[config.mk]
export PLATFORM = sky130hd
export DESIGN_NAME = devBoard
export DESIGN_NICKNAME = d
export VERILOG_FILES = /design/src/devBoard.sv
export SDC_FILE = /design/constraint.sdc
export NUM_CORES = 1
export LEC_CHECK = 0
export BUFFER_PORTS_ARGS = -buffer_cell sky130_fd_sc_hd__buf_4
export CAP_MARGIN = 10
export CORE_MARGIN = 1
export CORE_UTILIZATION = 45
export DETAILED_ROUTE_END_ITERATION = 6
export PLACE_DENSITY_LB_ADDON = 0.25
export SETUP_SLACK_MARGIN = 0.02
export SLEW_MARGIN = 20
export SYNTH_ARGS = -nofsm -noshare
export SYNTH_HDL_FRONTEND = slang
export SYNTH_SLANG_ARGS = --single-unit
[constraint.sdc]
create_clock -name CLK -period 0.9 [get_ports CLK]
set_clock_uncertainty 0.15 [all_clocks]
set_input_delay 0.18 -clock CLK [delete_from_list [all_inputs] [get_ports CLK]]
set_output_delay 0.18 -clock CLK [all_outputs]
set_load 0.02 [all_outputs]
[src/devBoard.sv]
module devBoard (
	input  logic       CLK,
	input  logic       arstN,
	input  logic [6:0] intPins,
	input  logic       rxd,
	output logic       rstN,
	output logic [6:0] intEdge,
	output logic       rxdSync
);

	logic [1:0] rstSync;
	logic [6:0] intMeta;
	logic [6:0] intSync;
	logic [6:0] intLast;
	logic       rxdMeta;

	// Asserts at once, releases on the second edge
	always_ff @(posedge CLK or negedge arstN) begin
		if (!arstN) begin
			rstSync <= 2'b00;
		end else begin
			rstSync <= {rstSync[0], 1'b1};
		end
	end

	assign rstN = rstSync[1];

	always_ff @(posedge CLK or negedge arstN) begin
		if (!arstN) begin
			intMeta <= '0;
			intSync <= '0;
			intLast <= '0;
		end else begin
			intMeta <= intPins;
			intSync <= intMeta;
			intLast <= intSync; // Previous synced level for edge detect
		end
	end

	// One cycle pulse per rising edge
	assign intEdge = intSync & ~intLast;

	always_ff @(posedge CLK or negedge arstN) begin
		if (!arstN) begin
			rxdMeta <= 1'b1; // Serial line idles high
			rxdSync <= 1'b1;
		end else begin
			rxdMeta <= rxd;
			rxdSync <= rxdMeta;
		end
	end

endmodule

======== Word level (Yosys, flattened, before mapping) ========
Cells that the tools add are included.
storage, ports and cells
  register bits ........................... 25
  input bits .............................. 10
  output and inout port bits .............. 9
  word-level logic and storage cells ...... 8
operators by class
  bitwise gates (word level) .............. 2
operators with widths
  cell               count
  bitwise AND 7 bit  1
  inverter 7 bit     1

======== Depth between registers and ports, before layout ========
  depth in word-level cells ............... 2
  mapped depth ............................ 1
  mapped depth without buffers ............ 1

======== Least setup slack after synthesis ========
Ideal clock, no wire load.
  kind .................................... register -> output
  start ................................... register rxdSync
  end ..................................... output rxdSync
  data arrival time ....................... 554 ps
  data required time ...................... 570 ps
  slack ................................... 16 ps
  stages on the path, launching flop included .. 1
  buffers on the path ..................... 0
  cells stage by stage .................... dfstp_2
RTL lines
  item                    line  RTL
  from (decl)             8     output logic rxdSync
  from (signal assigned)  49    rxdSync <= rxdMeta;
No word-level cell between the ends.

======== Final worst setup path ========
  start ................................... register rxdSync
  end ..................................... output rxdSync
No word-level cell between the ends.

==> metrics.md <==
| Metric | Value |
|---|---|
| PortBufs | 18 |
| Synthesized instance count | 33 |
| Net Count, Synth | 43 |
| Synth Area in XOR/XNOR | 0% |
| First-pass GRT wire length | about 1.8 mm |
| Hpwl dp | roughly 600 µm |
| Area grow syn2layout | 46.05% |
| Internal | about 1.5 mW |
| Vias | 364 |
| Total clock sinks | 25 |
| Clock buffer depth | 2 |
| Crit path max-delay family | flip-flops |
| Final nets | slightly below 80 |
| Clock root cell | clkbuf_4 |
| Synth Area per Inst | approximately 22 µm² |
| CP max-delay cell | dfstp_2 |
| Largest stage delay, worst path | 550 ps |
| H-Tree Level Count | 1 |
| Peak VDD IR | between 1 and 1.5 mV |
| Min cycle time layout | about 1300 ps |
| Drt pass-1 iters | 5 |
| Vias per cell | 4.333 |
| DRC violation count after routing | 0 |
| Failing checks | negative setup slack |
| Sequential power share | approximately 64% |
| Max Freq | between 0.7 and 0.8 GHz |
| Yosys reg bits | 25 |
| Clock tree from TritonCTS | built |
| Post-Syn Area | approximately 730 µm² |
| Crit end category | primary output |
| Reg2reg setup slack | 130 ps |
| Switching fraction of total power | between 20% and 30% |
| Status | finished with violations |
| Post-synthesis mux area share | 0% |
| Comb power frac | between 10% and 20% |
| RSZ-0062 raised after global routing | yes |
| WL/cell | approximately 12 µm |
| Worst Path Arrival | between 900 and 1000 ps |
| Final Wtd Congestion | approximately 0.67 |
| Worst setup margin | -392.2 ps |
| IO Pins | 19 |
| Combinational family with the most area after synthesis | simple AND/OR/NAND/NOR gates |
| Number of setup violations in the final report | 9 |
| Yosys cell types | 4 |
| Die Ht | around 42 µm |
| Clock power share | about a quarter |
| Post-DRT Antenna Nets | 0 |
| CP max FO | 1 |
| Worst path cell trace | buf_6 |
| P_sw | 403.5 µW |
| Compound-gate portion of the synthesized area | 0% |
| Simple-gate share of the synthesized area | between 10% and 20% |
| Clock latency on the worst-skew pair | just over 300 ps |
| Critical path class | register to primary output |
| Worst hold path class | primary input to async pin |
| Diodes inserted | 0 |
| Clock transition at path regs | 120 ps |
| Stages on the worst setup path | 1 |
| Critical path capture point | rxdSync |
| Final Hold Viols | 0 |
| Core ar. | roughly 0.0015 mm² |
| Initial DRC Count | 5 |
| RR Endpoint | intLast[2] |
| Required time of the critical path | 570 ps |
| Final-report max-slew violation count | 0 |
| Fraction of layout cells with a size suffix above 1 | roughly 50% |
| Vias in the first global route | 433 |
| Die area | approximately 0.0018 mm² |
| Ranking of synthesized cells by area | dfrtp_1 79%, nor2b_4 13%, dfstp_2 7.2% |
| GRT overflow | 0 |
| Die Wd | approximately 42 µm |
| Largest net degree at the start of global routing | 26 |
| WP buf/inv | 1 |
| Startpoint Class | register |
| RR Startpoint | intSync[2] |
| Synth area leader | dfrtp_1 |
| Place WS | -64.24 ps |
| Adder-cell area share of the yosys netlist | 0% |
| Area share of the leading cell type in the synthesized netlist | ~80% |
| Power, Total | between 1.5 and 2 mW |
| GR Util All Layers | 15.15% |
| Pwr/cell area | about 1800 mW/mm² |
| Final Util | between 70 and 80% |
| CTS buffer count | 3 |
| Seq/Total Area, Yosys | between 80% and 90% |
| Beginning of the critical path | rxdSync |
| Initial Util | about 48% |
| Leakage | 0.5129 nW |
| Max Cap Viol | 0 |
| Final WL | 1.019 mm |
| FP Rows | 14 |
| Synth warn | 0 |
| Fin crit share | 143.6% |
| Antenna violations before repair | 0 |
| R2R depth | 1 |
==> cell families after synthesis <==
family	after synthesis
flops	25
simple gates	7
other cells	1
==> through the flow <==
step	hold WS [ps]	cells	TNS (ps)	cell area [µm²]
2_1_floorplan	-265.6	33	0	728.2
3_3_place_gp	-70.42	67	-396.0	883.3
3_5_place_dp	-59.65	67	-471.3	883.3
4_1_cts	141.0	84	-3456	1064
5_1_grt	144.2	84	-3850	1064
6_report	136.0	84	-3364	1064
==> cells in the mapped netlist <==
cell and number:
dfrtp_1 23, nor2b_4 7, dfstp_2 2, conb_1 1
==> cell usage in the layout, fill, tap and decap left out <==
| cell type | count |
|---|---|
| dfrtp_1 | 23 |
| buf_4 | 13 |
| buf_6 | 9 |
| nor2b_4 | 7 |
| clkbuf_1 | 1 |
| clkbuf_4 | 3 |
| conb_1 | 1 |
| dfstp_2 | 2 |
| dlygate4sd3_1 | 9 |
==> per-layer routing <==
layer / up-vias / GRT usage (%) / share of wire [%]
met5: - / 0 / 0
li1: 168 / - / -
met1: 179 / 16.11 / 37
met3: 4 / 3.879 / 4.2
met2: 13 / 25.54 / 56
met4: 0 / 11.25 / 2.6
==> how the worst min path moves through the flow <==
stage / from / cells after the start / endpoint
floorplan: arstN / 0 / intLast[0]
global placement: arstN / 1 / intLast[0]
detailed placement: arstN / 1 / intLast[0]
CTS: arstN / 2 / intLast[0]
global route: arstN / 2 / intLast[3]
finish: arstN / 2 / intSync[0]
==> state kept, by name, summed over array words and instances (netlist names) <==
name,count
intLast,7
intMeta,7
intSync,7
rstSync,2
rxdMeta,1
rxdSync,1
==> cell type report <==
cell class	count	area (µm²)
Sequential cell	25	628.1
Fill cell	100	442.9
Timing Repair Buffer	31	289.0
Multi-Input combinational cell	8	100.1
Clock buffer	4	26.28
Tap cell	16	20.02
==> power by group through the flow <==
stage / clock network, mW / registers [mW] / logic [mW]
4_1_cts: 0.487 / 1.21 / 0.200
3_3_place_gp: 0 / 1.23 / 0.135
5_1_grt: 0.551 / 1.22 / 0.211
2_1_floorplan: 0 / 1.23 / 0.0507
6_report: 0.472 / 1.21 / 0.198
3_5_place_dp: 0 / 1.23 / 0.139
==> what timing repair did <==
action	4_1_cts	5_1_grt
hold buffers	9	0
buffers inserted	4	0
endpoints found under the hold margin	33	0
resized for setup	9	0
gates cloned	0	0
endpoints found under the setup margin	9	9
No activity file was read; power rests on OpenSTA's default activity.
