### config.mk
export PLATFORM = sky130hd
export DESIGN_NAME = intController
export DESIGN_NICKNAME = d
export VERILOG_FILES = /design/src/mcuPkg.sv /design/src/intController.sv
export SDC_FILE = /design/constraint.sdc
export NUM_CORES = 1
export LEC_CHECK = 0
export BUFFER_PORTS_ARGS = -buffer_cell sky130_fd_sc_hd__buf_4
export CAP_MARGIN = 20
export CORE_ASPECT_RATIO = 1.1
export CORE_MARGIN = 3
export CORE_UTILIZATION = 31
export DETAILED_ROUTE_END_ITERATION = 8
export MAX_ROUTING_LAYER = met4
export PLACE_DENSITY = 0.61
export SLEW_MARGIN = 30
export SYNTH_ARGS = -nofsm -noshare
export SYNTH_HDL_FRONTEND = slang
export SYNTH_SLANG_ARGS = --single-unit
### constraint.sdc
create_clock -name CLK -period 1 [get_ports CLK]
set_clock_uncertainty 0.05 [all_clocks]
set_input_delay 0.05 -clock CLK [delete_from_list [all_inputs] [get_ports CLK]]
set_output_delay 0.05 -clock CLK [all_outputs]
set_load 0.02 [all_outputs]
### src/mcuPkg.sv
package mcuPkg;

	// CPU bus
	localparam int dataWidth = 16;
	localparam int addrWidth = 16;

	// On-chip RAM sits at the bottom of the address space
	localparam int ramWords     = 1024;
	localparam int ramAddrWidth = $clog2(ramWords);

	// I/O registers, word addressed
	localparam logic [addrWidth-1:0] gpioAddr       = 16'hF000;
	localparam logic [addrWidth-1:0] uartDataAddr   = 16'hF001;
	localparam logic [addrWidth-1:0] uartStatusAddr = 16'hF002;
	localparam logic [addrWidth-1:0] intMaskAddr    = 16'hF003;
	localparam logic [addrWidth-1:0] intPendAddr    = 16'hF004;

	// Pins INT0..INT6 plus the UART receive edge in the top bit
	localparam int numInts = 8;

	// Serial bit timing
	localparam int clocksPerBit = 8;
	localparam int divWidth     = $clog2(clocksPerBit);

	// Last count of a bit period, and the count that lands mid-bit
	localparam logic [divWidth-1:0] divLast = divWidth'(clocksPerBit - 1);
	localparam logic [divWidth-1:0] divMid  = divWidth'(clocksPerBit / 2 - 1);

	// UART status word
	localparam int txBusyBit  = 0;
	localparam int rxValidBit = 1;

endpackage
### src/intController.sv
module intController import mcuPkg::*; (
	input  logic               CLK,
	input  logic               rstN,
	input  logic [numInts-2:0] intEdge,
	input  logic               rxValid,
	input  logic               maskWr,
	input  logic               pendClrWr,
	input  logic [7:0]         wrData,
	output logic [numInts-1:0] intMask,
	output logic [numInts-1:0] intPending,
	output logic               int0,
	output logic               int1
);

	logic               rxValidLast;
	logic [numInts-1:0] srcEdge;
	logic [numInts-1:0] clrBits;

	// UART receive takes the top source
	assign srcEdge = {rxValid & ~rxValidLast, intEdge};
	assign clrBits = pendClrWr ? wrData : '0;

	always_ff @(posedge CLK or negedge rstN) begin
		if (!rstN) begin
			rxValidLast <= 1'b0;
		end else begin
			rxValidLast <= rxValid;
		end
	end

	always_ff @(posedge CLK or negedge rstN) begin
		if (!rstN) begin
			intMask <= '0;
		end else if (maskWr) begin
			intMask <= wrData;
		end
	end

	// A new edge beats a clear of the same bit
	always_ff @(posedge CLK or negedge rstN) begin
		if (!rstN) begin
			intPending <= '0;
		end else begin
			intPending <= (intPending & ~clrBits) | srcEdge;
		end
	end

	// Low half drives INT0, high half INT1
	assign int0 = |(intPending[numInts/2-1:0] & intMask[numInts/2-1:0]);
	assign int1 = |(intPending[numInts-1:numInts/2] & intMask[numInts-1:numInts/2]);

endmodule

# Word level (Yosys, flattened, before mapping)
# Index checks and enable logic that the tools add are counted.
[word_totals] register_bits=17 word_cells=13
[classes] n_reduce_logical=2 bitwise_logic=7 n_mux=1
[op_table] cell="4-bit bitwise AND" count=2
[op_table] cell="8-bit bitwise AND" count=1
[op_table] cell="8-bit 2-to-1 mux" count=1
[op_table] cell="8-bit NOT" count=1
[op_table] cell="8-bit bitwise OR" count=1
[op_table] cell="4-bit OR reduction" count=2
[op_table] cell="1-bit bitwise AND" count=1
[op_table] cell="1-bit NOT" count=1

# Depth between registers and ports, before layout
[depth] word_depth=4 ltp_mapped=3 depth_no_buf=2

# Worst setup path before layout
# OpenSTA, ideal clock, no wires.
[synth_timing] path_kind="flip-flop to output port" start="register intMask[0]" end="output int0" arrival_time_ns=0.801 stages_incl_launch_ff=3 path_slack_ns=0.099 required_ns=0.900 path_cell_list="dfrtp_1 > a22oi_1 > nand2_1"
[synth_between] elab_chain_cells=2
[synth_rtl] item="start: declaration" line_no="intController.sv:9" rtl="output logic [numInts-1:0] intMask,"
[synth_rtl] item="start signal: assignment" line_no="intController.sv:35" rtl="intMask <= wrData;"
[synth_rtl] item="4-bit bitwise AND" line_no="intController.sv:49" rtl="assign int0 = |(intPending[numInts/2-1:0] & intMask[numInts/2-1:0]);"
[synth_rtl] item="4-bit OR reduction" line_no="intController.sv:49"
[synth_rtl] item="end: declaration" line_no="intController.sv:11" rtl="output logic int0,"
# No other way between the ends.

# Final worst setup path
[layout_timing] start="register intMask[4]" end="output int1"
[layout_between] elab_chain_cells=2
[layout_rtl] item="4-bit bitwise AND" line_no="intController.sv:50" rtl="assign int1 = |(intPending[numInts-1:numInts/2] & intMask[numInts-1:numInts/2]);"
[layout_rtl] item="4-bit OR reduction" line_no="intController.sv:50"
[layout_rtl] item="end: declaration" line_no="intController.sv:12" rtl="output logic int1"
# No other way between the ends.

==> parameters.txt <==
Parameter                              Value

Timing
  Max-Slew Margin vs Limit    85.3%
  Post-Route Setup TNS    -0.909 ns
  Share of the cycle needed by the critical path after routing    126%
  Number of setup violations in the final report    12
  Highest Clock Rate    791 MHz
  Final max-slew violation count    0
  Fin crit period    1.26 ns
  Final Worst Setup Slack    -0.263 ns
  Count of final hold-check violations    0
  Slew at the pin with the worst max-slew slack    0.220 ns
  RSZ-0062 raised after global routing    true
  Minimum hold slack    0.0569 ns

Global route
  Antenna violations before repair    0
  Maximum number of pins on one net before global-route repair    18
  Gr usage total    16.1%
  Total gr overflow    0
  Global-route wire length before repair    3350 um
  Number of global-route vias before repair    744

Die
  Std-Cell Core Area    2060 sq um
  Y dimension of the die    55.6 um
  Number of I/O pins    38
  Floorplan row count    17
  Starting density of the core    33.7%
  Chip Width    51.1 um
  Total Die Area    2840 sq um

Finish
  Final #Nets    138
  Number of fillers in the final layout    154
  Layout cells sized above 1    53.0%
  Area grow syn2layout    99.6%
  Post-layout util    67.2%
  Diode count    0
  Non-filler instance count after layout    145

CTS
  Clock slew at the register clock pins of the worst setup and hold paths    0.10 ns
  Later-pin clock latency in the skew report    0.28 ns
  TritonCTS clock tree    done
  Count of H-tree levels built during CTS    1
  Number of CTS-inserted buffers    3
  Maximum count of clock buffers along a single path    2
  TritonCTS Sinks    17
  Cell chosen for the clock root    sky130_fd_sc_hd__clkbuf_4

Placement
  DPL Wire Length    1180 um
  Number of I/O port buffers    37
  Placed Cells incl. Taps    113
  Gpl congestion    0.731

Worst setup path
  Worst-path cell with the longest stage delay    sky130_fd_sc_hd__dfrtp_1
  Max stage delay on crit path    0.43 ns
  Reg-to-reg setup timing slack    0.03 ns
  Worst flop-to-flop path endpoint    intMask[4]
  Number of cells on the worst reg-to-reg path    2
  Sequence of cells on the critical path    a22oi_2, nand2_1, buf_6
  Data required time at the worst endpoint    0.90 ns
  Crit path DAT    1.16 ns
  Startpoint-to-endpoint class of the critical path    flip-flop to primary output
  Worst Setup Start Kind    flip-flop
  Startpoint of the most critical register-to-register path    intMask[4]
  Maximum fanout along the worst path    2
  Endpoint kind of the worst setup timing path    primary output

Synth
  Synth warn    0
  #FFs+latches synth    17
  Net Count, Synth    70
  Number of instances in the synthesized netlist    50
  Post-synth design cell area    694 sq um
  Mean cell area of the mapped netlist    13.9 sq um
  Netlist cell types    9
  Sequential fraction of the synthesis area    61.3%

Detailed routing
  Vias post-DR    690
  Post-route DRC violation count    0
  Final antenna-violating net count    0
  Total wirelength of the detailed-routed design    2180 um
  Vias per cell    4.76
  Iter 0 DRT Violations    12
  Per-cell routed wire length    15.0 um
  First-pass DRT Iterations    4

Power
  Power density over the cells    1260 nW/um^2
  Overall power after layout    1.75 mW
  Sw power    490 uW
  Reported leakage power    0.672 nW
  Design internal power    1.26 mW
  Switching Fraction    28.0%
  Combinational cell fraction of total power    33.4%
  Clock group share of total power    20.6%
  Part of the total power dissipated in sequential elements    46.0%
  Peak supply drop    0.000751 V

Status
  Violated checks    negative setup slack
  Result of the run    finished with violations

Min path
  Worst hold-check path type    input port to flip-flop
  Hold Crit Depth    3
  Hold path startpoint    pendClrWr
  Sink of the worst hold path    intPending[6]

Flow run
  # Max-Cap Violations    0
-- sequential cells by signal, indices dropped and copies added, names as in the netlist --
register,flops
rxValidLast,1
intMask,8
intPending,8
-- kinds of logic after synthesis --
| group | count (synthesis) | synth area share [%] |
|---|---|---|
| flops | 17 | 61.3 |
| compound gates | 12 | 13.2 |
| simple gates | 10 | 5.41 |
| mux | 8 | 17.3 |
| buf+inv | 3 | 2.88 |
-- how the worst max path moves through the flow --
stage	from	to	cells after the start
6_report	intMask[4]	int1	3
5_1_grt	intMask[4]	int1	3
4_1_cts	intPending[6]	int1	3
3_5_place_dp	intPending[6]	int1	3
3_3_place_gp	intPending[6]	int1	3
2_1_floorplan	intMask[0]	int0	2
-- worst max-delay path: cells and delay by family, from the launching register on --
family | cells | cell delay [ns]
DFF | 1 | 0.43
AOI/OAI and AO/OA | 1 | 0.21
buffers and inverters | 1 | 0.14
and+or+nand+nor | 1 | 0.10
-- cells in the final DEF, fill, tap and decap left out --
| cell type | Yosys | layout |
|---|---|---|
| sky130_fd_sc_hd__buf_6 | 1 | 27 |
| sky130_fd_sc_hd__dfrtp_1 | 17 | 17 |
| sky130_fd_sc_hd__clkbuf_1 | 0 | 1 |
| sky130_fd_sc_hd__a21o_1 | 7 | 7 |
| sky130_fd_sc_hd__dlygate4sd3_1 | 0 | 17 |
| sky130_fd_sc_hd__mux2_4 | 8 | 8 |
| sky130_fd_sc_hd__a22oi_2 | 0 | 3 |
| sky130_fd_sc_hd__inv_1 | 1 | 1 |
| sky130_fd_sc_hd__a22o_1 | 1 | 1 |
| sky130_fd_sc_hd__nand2_1 | 10 | 10 |
| sky130_fd_sc_hd__a22oi_1 | 4 | 1 |
| sky130_fd_sc_hd__buf_4 | 0 | 21 |
| sky130_fd_sc_hd__clkbuf_4 | 0 | 3 |
-- cell usage after synthesis --
master / number / area share (%)
sky130_fd_sc_hd__a21o_1: 7 / 7.6
sky130_fd_sc_hd__a22o_1: 1 / 1.3
sky130_fd_sc_hd__a22oi_1: 4 / 4.3
sky130_fd_sc_hd__buf_2: 1 / 0.72
sky130_fd_sc_hd__buf_6: 1 / 1.6
sky130_fd_sc_hd__dfrtp_1: 17 / 61
sky130_fd_sc_hd__inv_1: 1 / 0.54
sky130_fd_sc_hd__mux2_4: 8 / 17
sky130_fd_sc_hd__nand2_1: 10 / 5.4
-- layout make-up --
| cell class | instances | area (sq um) | area share, % |
|---|---|---|---|
| inverters | 1 | 3.75 | 0.271 |
| multi-input cells | 30 | 264 | 19.0 |
| clock buffers | 4 | 26.3 | 1.90 |
| flip-flops and latches | 17 | 425 | 30.7 |
| well taps | 28 | 35.0 | 2.53 |
| repair buffers | 65 | 632 | 45.6 |
-- power groups by stage --
stage	combinational, mW	clock (mW)	sequential [mW]
2_1_floorplan	0.124	0	0.868
3_3_place_gp	0.380	0	0.806
3_5_place_dp	0.381	0	0.808
4_1_cts	0.550	0.374	0.791
5_1_grt	0.617	0.439	0.811
6_report	0.584	0.360	0.805
-- repair_timing --
action	CTS	global route
resized for setup	19	16
hold buffers	17	0
endpoints found under the hold margin	34	0
pin swaps	2	2
buffers inserted	10	6
setup endpoints to repair	2	18
-- through the flow --
step                area (sq um)  setup WS (ns)
detailed placement           991         0.0841
global route                1390         -0.339
global placement             991         0.0922
finish                      1390         -0.263
floorplan                    694         0.0992
CTS                         1330         -0.218
-- routing by layer --
metal	routed length (um)	GRT usage (%)
met3	131	3.75
met5	0	-
met2	1160	26.3
met4	17	6.92
met1	872	18.4
Power figures use the tool's default switching activity.
