`config.mk`:
```
export PLATFORM = sky130hd
export DESIGN_NAME = uart
export DESIGN_NICKNAME = d
export VERILOG_FILES = /design/src/mcuPkg.sv /design/src/uart.sv
export SDC_FILE = /design/constraint.sdc
export NUM_CORES = 1
export LEC_CHECK = 0
export BUFFER_PORTS_ARGS = -buffer_cell sky130_fd_sc_hd__buf_2
export CAP_MARGIN = 15
export CORE_MARGIN = 1.5
export CORE_UTILIZATION = 30
export DETAILED_ROUTE_END_ITERATION = 12
export GPL_TIMING_DRIVEN = 0
export PLACE_DENSITY_LB_ADDON = 0.08
export RECOVER_POWER = 100
export SKIP_LAST_GASP = 1
export SLEW_MARGIN = 15
export SYNTH_ARGS = -nofsm -noshare
export SYNTH_HDL_FRONTEND = slang
export SYNTH_SLANG_ARGS = --single-unit
```
`constraint.sdc`:
```
create_clock -name CLK -period 2 [get_ports CLK]
set_input_delay 0.1 -clock CLK [delete_from_list [all_inputs] [get_ports CLK]]
set_output_delay 0.1 -clock CLK [all_outputs]
set_load 0.02 [all_outputs]
```
`src/mcuPkg.sv`:
```
package mcuPkg;

	// CPU bus
	localparam int dataWidth = 16;
	localparam int addrWidth = 16;

	// On-chip RAM sits at the bottom of the address space
	localparam int ramWords     = 1024;
	localparam int ramAddrWidth = $clog2(ramWords);

	// I/O registers, word addressed
	localparam logic [addrWidth-1:0] gpioAddr       = 16'hF000;
	localparam logic [addrWidth-1:0] uartDataAddr   = 16'hF001;
	localparam logic [addrWidth-1:0] uartStatusAddr = 16'hF002;
	localparam logic [addrWidth-1:0] intMaskAddr    = 16'hF003;
	localparam logic [addrWidth-1:0] intPendAddr    = 16'hF004;

	// Pins INT0..INT6 plus the UART receive edge in the top bit
	localparam int numInts = 8;

	// Serial bit timing
	localparam int clocksPerBit = 8;
	localparam int divWidth     = $clog2(clocksPerBit);

	// Last count of a bit period, and the count that lands mid-bit
	localparam logic [divWidth-1:0] divLast = divWidth'(clocksPerBit - 1);
	localparam logic [divWidth-1:0] divMid  = divWidth'(clocksPerBit / 2 - 1);

	// UART status word
	localparam int txBusyBit  = 0;
	localparam int rxValidBit = 1;

endpackage
```
`src/uart.sv`:
```
module uart import mcuPkg::*; (
	input  logic       CLK,
	input  logic       rstN,
	input  logic       rxdSync,
	input  logic       wr,
	input  logic       rd,
	input  logic [7:0] wrData,
	output logic       txd,
	output logic       txBusy,
	output logic [7:0] rxData,
	output logic       rxValid
);

	typedef enum logic [1:0] {
		rxIdle,
		rxStart,
		rxBits,
		rxStop
	} rxStateType;

	logic [9:0]          txShift;
	logic [3:0]          txBitCnt;
	logic [divWidth-1:0] txDiv;

	rxStateType          rxState;
	logic [divWidth-1:0] rxDiv;
	logic [2:0]          rxBitCnt;
	logic [7:0]          rxShift;
	logic                rxTick;

	// Frame is stop, data, start with the start bit driven first
	assign txd = txShift[0];

	always_ff @(posedge CLK or negedge rstN) begin
		if (!rstN) begin
			txShift  <= '1;
			txBitCnt <= '0;
			txDiv    <= '0;
			txBusy   <= 1'b0;
		end else if (!txBusy) begin
			if (wr) begin
				txShift  <= {1'b1, wrData, 1'b0};
				txBitCnt <= '0;
				txDiv    <= '0;
				txBusy   <= 1'b1;
			end
		end else if (txDiv == divLast) begin
			txDiv    <= '0;
			txShift  <= {1'b1, txShift[9:1]};
			txBitCnt <= txBitCnt + 4'd1;
			if (txBitCnt == 4'd9) begin
				txBusy <= 1'b0; // Stop bit done
			end
		end else begin
			txDiv <= txDiv + divWidth'(1);
		end
	end

	assign rxTick = (rxDiv == divLast);

	always_ff @(posedge CLK or negedge rstN) begin
		if (!rstN) begin
			rxState  <= rxIdle;
			rxDiv    <= '0;
			rxBitCnt <= '0;
			rxValid  <= 1'b0;
		end else begin
			if (rd) begin
				rxValid <= 1'b0;
			end
			rxDiv <= rxDiv + divWidth'(1);
			case (rxState)
				rxIdle: begin
					rxDiv <= '0;
					if (!rxdSync) begin
						rxState <= rxStart;
					end
				end
				rxStart: begin
					if (rxDiv == divMid) begin
						rxDiv    <= '0;
						rxBitCnt <= '0;
						rxState  <= rxdSync ? rxIdle : rxBits; // High again means a glitch
					end
				end
				rxBits: begin
					if (rxTick) begin
						rxDiv    <= '0;
						rxBitCnt <= rxBitCnt + 3'd1;
						if (rxBitCnt == 3'd7) begin
							rxState <= rxStop;
						end
					end
				end
				rxStop: begin
					if (rxTick) begin
						rxState <= rxIdle;
						if (rxdSync) begin
							rxValid <= 1'b1; // Wins over a read in the same cycle
						end
					end
				end
				default: rxState <= rxIdle;
			endcase
		end
	end

	// LSB arrives first so bits shift in from the top
	always_ff @(posedge CLK) begin
		if (rxState == rxBits && rxTick) begin
			rxShift <= {rxdSync, rxShift[7:1]};
		end
		if (rxState == rxStop && rxTick && rxdSync) begin
			rxData <= rxShift; // Overrun simply replaces the held byte
		end
	end

endmodule

```
* After elaboration in Yosys (flattened, before gate mapping) *
Index checks and enable logic that the tools add are counted.

operators by class
  add/sub/neg operators = 4
  equality and inequality tests = 14
  reduce and logical (&&, ||, !) cells = 9
  multiplexer cells = 30

operators by type and width
  operator               number
  $mux W10               3
  $mux W3                7
  $mux W2                6
  $mux W4                3
  $ne A2 B2 Y1 const B   5
  $add A3 B1 Y3 const B  3
  $eq A3 B3 Y1 const B   3
  $pmux W3 S3            1
  $mux W1                8
  $pmux W2 S4            1
  $pmux W3 S2            1
  $reduce_and A5 Y1      1
  $add A4 B1 Y4 const B  1
  $eq A2 B2 Y1 const B   2
  $eq A4 B4 Y1 const B   1
  $reduce_bool A2 Y1     2
  $eq A3 B2 Y1 const B   1
  $logic_and A1 B1 Y1    3
  $reduce_and A3 Y1      1
  $eq A2 B1 Y1 const B   1
  $logic_not A2 Y1       1
  $ne A2 B1 Y1 const B   1
  $reduce_and A2 Y1      1

storage, ports and cells
  logic and storage cells = 67
  output and inout bits = 11
  bits in registers = 43
  input bits = 13

* Longest topological paths before layout *
Gate-level depths: netlist of run 1.

  depth after elaboration = 4
  gate-level depth with buffers = 7
  gate-level depth less buffers = 5

* Worst setup path before layout of run 1 *
No wires, ideal clock.

  path kind = reg-to-reg
  start point = register rxDiv[0]
  end point = register rxState[0]
  cell stages (with the launch flop) = 7
  path slack = 0.511 ns
  clock period less this slack = 1.489 ns
  required time = 1.873 ns
  buffers on the path = 1
  library setup time = 0.127 ns
  data arrival time = 1.361 ns
  path through = dfrtp_1 > ha_1 > ha_1 > and2_2 > buf_6 > a211oi_1 > a21oi_1

between the ends
  cells in the longest elaborated chain, start to end = 3
  elaborated cells between the ends (all ways) = 6
  classes of those cells = eq/ne (5); reduce/logical (1)

RTL lines
  what                                          line                    text
  from (decl)                                   uart.sv:26              logic [divWidth-1:0] rxDiv;
  from (signal assigned)                        uart.sv:71              rxDiv <= rxDiv + divWidth'(1);
  $eq A3 B3 Y1 or $eq A3 B2 Y1 (tied branches)  uart.sv:59, uart.sv:80
  $ne A2 B2 Y1 (no line)                        -
  $reduce_and A5 Y1 (no line) (*)               -
  to (signal assigned)                          uart.sv:63              rxState <= rxIdle;
  to (signal assigned)                          uart.sv:76              rxState <= rxStart;
  to (signal assigned)                          uart.sv:83              rxState <= rxdSync ? rxIdle : rxBits;
  to (decl)                                     uart.sv:25              rxStateType rxState;

Every way passes the cells marked *; elsewhere a longest branch is shown, timed or not.
A chain may end at the register's enable or synchronous reset.

* Final worst setup path of run 1 *
Same ends and word-level chain as after synthesis.

==> results of run 1 <==
layout make-up:
type | instances | area (sq um) | share of cell area
well taps | 77 | 96.34 | 0.04261
multi-input cells | 97 | 708.2 | 0.3132
plain buffers | 10 | 68.82 | 0.03044
clock buffers | 5 | 68.82 | 0.03044
repair buffers | 23 | 105.1 | 0.04649
inverters | 7 | 26.28 | 0.01162
clock inverters | 3 | 45.04 | 0.01992
flip-flops and latches | 42 | 1142 | 0.5053
sequential cells by signal, summed over array words and instances (netlist names), named ones only:
register,cells
txDiv,3
rxShift,8
rxBitCnt,3
txShift,9
txBusy,1
rxData,8
rxValid,1
rxState,1
txBitCnt,4
rxDiv,3
path summary, 6_finish.rpt:
kind	cells past startpoint	slack [ps]	start	end
worst max-delay path	6	360	rxDiv[0]	rxState[0]
worst min-delay path	3	60	wrData[6]	txShift[7]
worst max register to register	6	360	rxDiv[0]	rxState[0]
worst min register to register	0	430	rxShift[0]	rxData[0]
max in group asynchronous	2	1210	rstN	rxDiv[2]
min in group asynchronous	2	360	rstN	rxState[0]
cell usage in the layout (no fill, tap or decap), types with 2 or more instances in the layout:
| cell type | instances |
|---|---|
| ha_1 | 11 |
| nor2b_1 | 9 |
| nand2_1 | 8 |
| clkbuf_1 | 14 |
| clkbuf_8 | 5 |
| a22o_1 | 4 |
| a21oi_1 | 12 |
| nand3_1 | 2 |
| buf_6 | 3 |
| o21ai_0 | 5 |
| dfstp_2 | 9 |
| xnor2_1 | 2 |
| a21o_1 | 3 |
| mux2i_1 | 8 |
| clkinvlp_4 | 2 |
| dfrtp_1 | 17 |
| nor2_1 | 6 |
| nand3b_1 | 2 |
| a211oi_1 | 8 |
| buf_2 | 14 |
| inv_1 | 7 |
| edfxtp_1 | 16 |
routing by layer:
layer / routed length [um] / vias to the layer above / track usage
met5: 0 / - / 0
met4: 65 / 0 / 0.04471
met3: 166 / 6 / 0.03363
met2: 1684 / 26 / 0.1855
met1: 1824 / 614 / 0.1467
li1: - / 613 / -
worst register-to-register path, stage by stage, from the launching register on:
cell,delay (ps)
dfrtp_1,390
ha_1,250
ha_1,230
and2_2,190
clkbuf_1,150
a211oi_1,250
a21oi_1,60
cell families after synthesis:
kind of cell / after synthesis / synth area share
buffers and inverters: 17 / 0.05580
DFF: 42 / 0.5789
xor gates and xnor gates: 3 / 0.01332
and+or+nand+nor: 39 / 0.1173
muxes: 9 / 0.04819
AOI/OAI and AO/OA: 35 / 0.1167
adders and majority gates: 11 / 0.06975
per-stage QoR:
| step | area (sq um) | std cells | utilization | hold WS, ps | setup slack, ps |
|---|---|---|---|---|---|
| 2_1_floorplan | 1973 | 156 | - | -195.6 | 511.4 |
| 3_3_place_gp | 2180 | 255 | 0.3433 | 159.7 | 433.0 |
| 3_5_place_dp | 2180 | 255 | 0.3433 | 177.2 | 416.7 |
| 4_1_cts | 2303 | 264 | 0.3628 | 14.26 | 400.4 |
| 5_1_grt | 2261 | 264 | 0.3561 | 73.36 | 232.3 |
| 6_report | 2261 | 264 | 0.3561 | 64.28 | 359.2 |
power groups by stage:
stage	clock network (W)	registers [W]	logic [W]
global route	0.000738	0.00139	0.000979
detailed placement	0	0.00137	0.000886
global placement	0	0.00136	0.000847
finish	0.000687	0.00135	0.000839
floorplan	0	0.00135	0.000700
CTS	0.000719	0.00135	0.000892
timing repair:
item / in CTS / in global routing
hold buffers: 1 / 0
endpoints found under the setup margin: 0 / 0
endpoints found under the hold margin: 17 / 0
buffers inserted: 0 / 0
cell usage after synthesis (3+ instances only):
cell type   n  area share
a21oi_1    12       0.030
dfstp_2     9        0.12
buf_6       5       0.029
nand2_1     8       0.015
mux2i_1     8       0.041
buf_2       4       0.010
nor2_1      6       0.011
edfxtp_1   16        0.24
ha_1       11       0.070
inv_1       7       0.013
dfrtp_1    17        0.22
a211oi_1    8       0.030
nor2b_1     9       0.029
o21ai_0     4       0.010
a21o_1      3       0.011
a22o_1      4       0.018
==> flow_summary.toml, run 1 <==
[power_and_ir_drop]
switching_power_w = 0.0008949
p_clk_frac = 0.239
swShare = 0.3112
p_per_area_mw_per_mm2 = 1272
p_seq_frac = 0.470
internal_power_w = 0.001981
finalPower_w = 0.002876
ir_drop_mv = 0.4689
p_leak_nw = 0.9268
comb_power_share = 0.292

[timing]
max_freq_mhz = 609.5
final_hold_viol_count = 0
setup_viol = 0
rsz0062_at_grt = "no"
fin_crit_ps = 1641
worst_pin_slew_ps = 652.3
maxSlewViolCount = 0
setup_tns_ps = 0
clock_skew_ps = 3.709
fin_crit_sh = 0.8204
slew_headroom = 0.5651

[detailed_routing]
vias = 1259
firstDrtPassIters = 4
drc_errors = 0
avgRoutedWirePerCell_um = 14.17
viasPerCell = 4.769
drt_iter0_markers = 44
postRouteAntennaNets = 0
wl_mm = 3.740

[cts]
root_buffer = "clkbuf_8"
clock-sinks = 42
cts_tree = "built"
ctsResizeCount = 0
cts_buffers = 5
htreeDepth = 2
insertion_delay_ps = 290
clk_path_buf_depth = 2
path_clk_slew_ps = 80

[yosys]
async_flop_share = 0.6190
synth_fp_nets = 180
syn_avg_cell_area_sq_um = 12.65
yosysSeqAreaShare = 0.5789
ys.flop_type = "dfrtp_1"
synth.distinct_cells = 38
netlist_area_sq_mm = 0.001973
ys_warn_count = 0
synth_seq_cells = 42
synth-edff-count = 16
syn_inst = 156

[global_route]
antenna_found_initial = 0
overflow = 0
grt_max_degree = 27
grt_pass1_vias = 1316
grt_usage = 0.1153
grt_pass1_wl_mm = 6.389

[setup_path]
end_kind = "register"
critPathMaxStageDelay_ps = 390
cp_slowest_cell = "dfrtp_1"
crit_top_cell = "ha_1"
crit_buf_inv = 1
critPathTopFamily = "adder cells"
required_ps = 2180
crit_chain = "ha_1, ha_1, and2_2, clkbuf_1, a211oi_1, a21oi_1"
crit_fanout = 6
crit_type = "reg2reg"
critPathLaunchType = "register"
arrival_ps = 1820

[flow_run]
maxCapViolations = 0

[place]
portBuffers = 22
gp_congestion = 0.7009
dp_hpwl_mm = 2.510

[finish]
nNetsFinal = 210
area_growth_pct = 14.58
drive_gt1_frac = 0.2139
fillers = 621
num_antenna_cells = 0

[floorplanning]
core-area_sq_mm = 0.006350
pin_count = 24
die_height_um = 84.10
die_x_um = 84.10
dieArea_sq_mm = 0.007073
num_rows = 29
start_util = 0.3107

[worst_hold_path]
min_path_type = "in2reg"

[status]
status = "complete, no violations"
Note: power is estimated with default switching activity, not from simulation.
==> inputs of run 2 (changes only) <==
==> constraint.sdc (replaced) <==
create_clock -name CLK -period 1.3 [get_ports CLK]
set_input_delay 0.065 -clock CLK [delete_from_list [all_inputs] [get_ports CLK]]
set_output_delay 0.065 -clock CLK [all_outputs]
set_load 0.02 [all_outputs]
==> run 2 against run 1 <==
Compared with the run above: the run now ends with setup timing left; worst setup slack worse by 410 ps; via count rose by 0.32%; largest power group unchanged; clock power up 26%; clock skew barely moved; power is 59% higher.
==> flow_summary.toml, run 2 (synthesized netlist as in run 1, its figures left out) <==
[power_and_ir_drop]
ir_drop_mv = 0.6569
p_leak_nw = 0.9529
p_per_area_mw_per_mm2 = 1917

[detailed_routing]
firstDrtPassIters = 4
vias = 1263
drc_errors = 0
drt_iter0_markers = 62
postRouteAntennaNets = 0
avgRoutedWirePerCell_um = 14.63
wl_mm = 3.905
wl_met3_um = 110
wl_met2_mm = 1.771
viasPerCell = 4.730
met1Wirelength_mm = 2.002
top_layer = "met4"

[timing]
clock_skew_ps = 3.220
worst_pin_slew_ps = 767.1
rsz0062_at_grt = "yes"
max_freq_mhz = 742.4
slew_headroom = 0.4886
maxSlewViolCount = 0
setup_slack_ps = -46.99
fin_crit_ps = 1347
fin_crit_sh = 1.036
setup_viol = 14
final_hold_viol_count = 0

[finish]
top_register = "txShift"
nNetsFinal = 213
final_common_cell = "dfrtp_1"
largest_reg_flops = 9
utilization = 0.3746
num_antenna_cells = 0
drive_gt1_frac = 0.3000
top_regs = "txShift x9, rxData x8, rxShift x8"
layout_common_cells = "dfrtp_1 (17), edfxtp_1 (16), buf_2 (12), a21oi_1 (12), clkbuf_1 (12)"
area_growth_pct = 20.55

[worst_hold_path]
holdPathEnd = "txShift[7]"
min-delay-start = "wrData[6]"
min_path_type = "in2reg"
hold_path_depth = 3

[setup_path]
critPathTopFamily = "adder cells"
crit_fanout = 7
cp_slowest_cell = "dfrtp_1"
crit_type = "reg2reg"
end_kind = "register"
rr_worst_depth = 4
crit_buf_inv = 0
rr_endpoint = "txShift[0]"
arrival_ps = 1570
crit_chain = "ha_2, ha_4, mux2_4, a22o_1"
critPathMaxStageDelay_ps = 390
ff2ff_setup_slack_ps = -50
critPathLaunchType = "register"
rr_startpoint = "txDiv[1]"
required_ps = 1520

[status]
status = "complete, but fails checks"
violations = "setup timing"

[global_route]
grt_max_degree = 27
overflow = 0
antenna_found_initial = 0
grt_usage = 0.1180
grt_pass1_wl_mm = 6.624
grt_pass1_vias = 1343

[flow_run]
maxCapViolations = 0

[floorplanning]
core-area_sq_mm = 0.006350
start_util = 0.3107
die_height_um = 84.10
die_x_um = 84.10
num_rows = 29
dieArea_sq_mm = 0.007073
pin_count = 24

[place]
gp_congestion = 0.7634
dp_hpwl_mm = 2.522
place_ws_ps = -104.3
portBuffers = 22

[cts]
cts_buffers = 5
htreeDepth = 2
root_buffer = "clkbuf_8"
clk_path_buf_depth = 2
clock-sinks = 42
cts_tree = "built"
path_clk_slew_ps = 90
insertion_delay_ps = 290
-- run 2: tightest hold or removal path, cell delays in order --
cell and delay [ps]:
buf_2 100, nand3b_1 80, nand3_1 70
-- run 2: cell type report --
type                       count  area, sq um
timing repair buffer          27        157.7
clock buffer                   5        68.82
fill                         605         3971
inverter                       7        26.28
tap                           77        96.34
sequential                    42         1142
clock inverter                 3        25.02
multi-input combinational     98        794.5
buffer                         8        67.56
-- run 2: per-stage QoR --
stage | total power [W] | instance area [sq um] | hold WS (ps) | cells | TNS, ps
floorplan | 0.003248 | 2024 | -230.6 | 156 | -93.19
global placement | 0.003502 | 2231 | 130.5 | 255 | -1266
detailed placement | 0.003570 | 2231 | 134.2 | 255 | -1869
CTS | 0.004579 | 2374 | 32.21 | 264 | -1016
global route | 0.004920 | 2379 | 34.86 | 267 | -2061
finish | 0.004560 | 2379 | 35.85 | 267 | -433.4
-- run 2: timing repair --
action | CTS | global route
buffers inserted | 0 | 2
cloned | 1 | 1
pin swaps | 9 | 5
hold buffers | 2 | 0
gates resized for setup | 7 | 2
endpoints found under the hold margin | 18 | 0
endpoints found under the setup margin | 34 | 35
-- run 2: how the worst max path moves through the flow --
stage          startpoint  slack (ps)           to  cells after the start
2_1_floorplan    txDiv[0]         -40   txShift[0]                      5
3_3_place_gp     txDiv[0]         -90  txBitCnt[1]                      6
3_5_place_dp     txDiv[0]        -100  txBitCnt[1]                      6
4_1_cts          txDiv[1]         -60   txShift[0]                      4
5_1_grt        rxState[0]        -120   rxShift[6]                      2
6_report         txDiv[1]         -50   txShift[0]                      4
-- run 2: routing by layer --
metal  GRT usage  up-vias
met3     0.02967        2
met5           0        -
met4     0.03577        0
met2      0.1847       14
met1      0.1618      622
li1            -      625
-- run 2: where the power goes --
| part | internal (W) | switching, W | total, W |
|---|---|---|---|
| clock network | 0.000388 | 0.000480 | 0.000868 |
| logic | 0.000848 | 0.000713 | 0.00156 |
| registers | 0.00183 | 0.000300 | 0.00213 |
| total | 0.00307 | 0.00149 | 0.00456 |
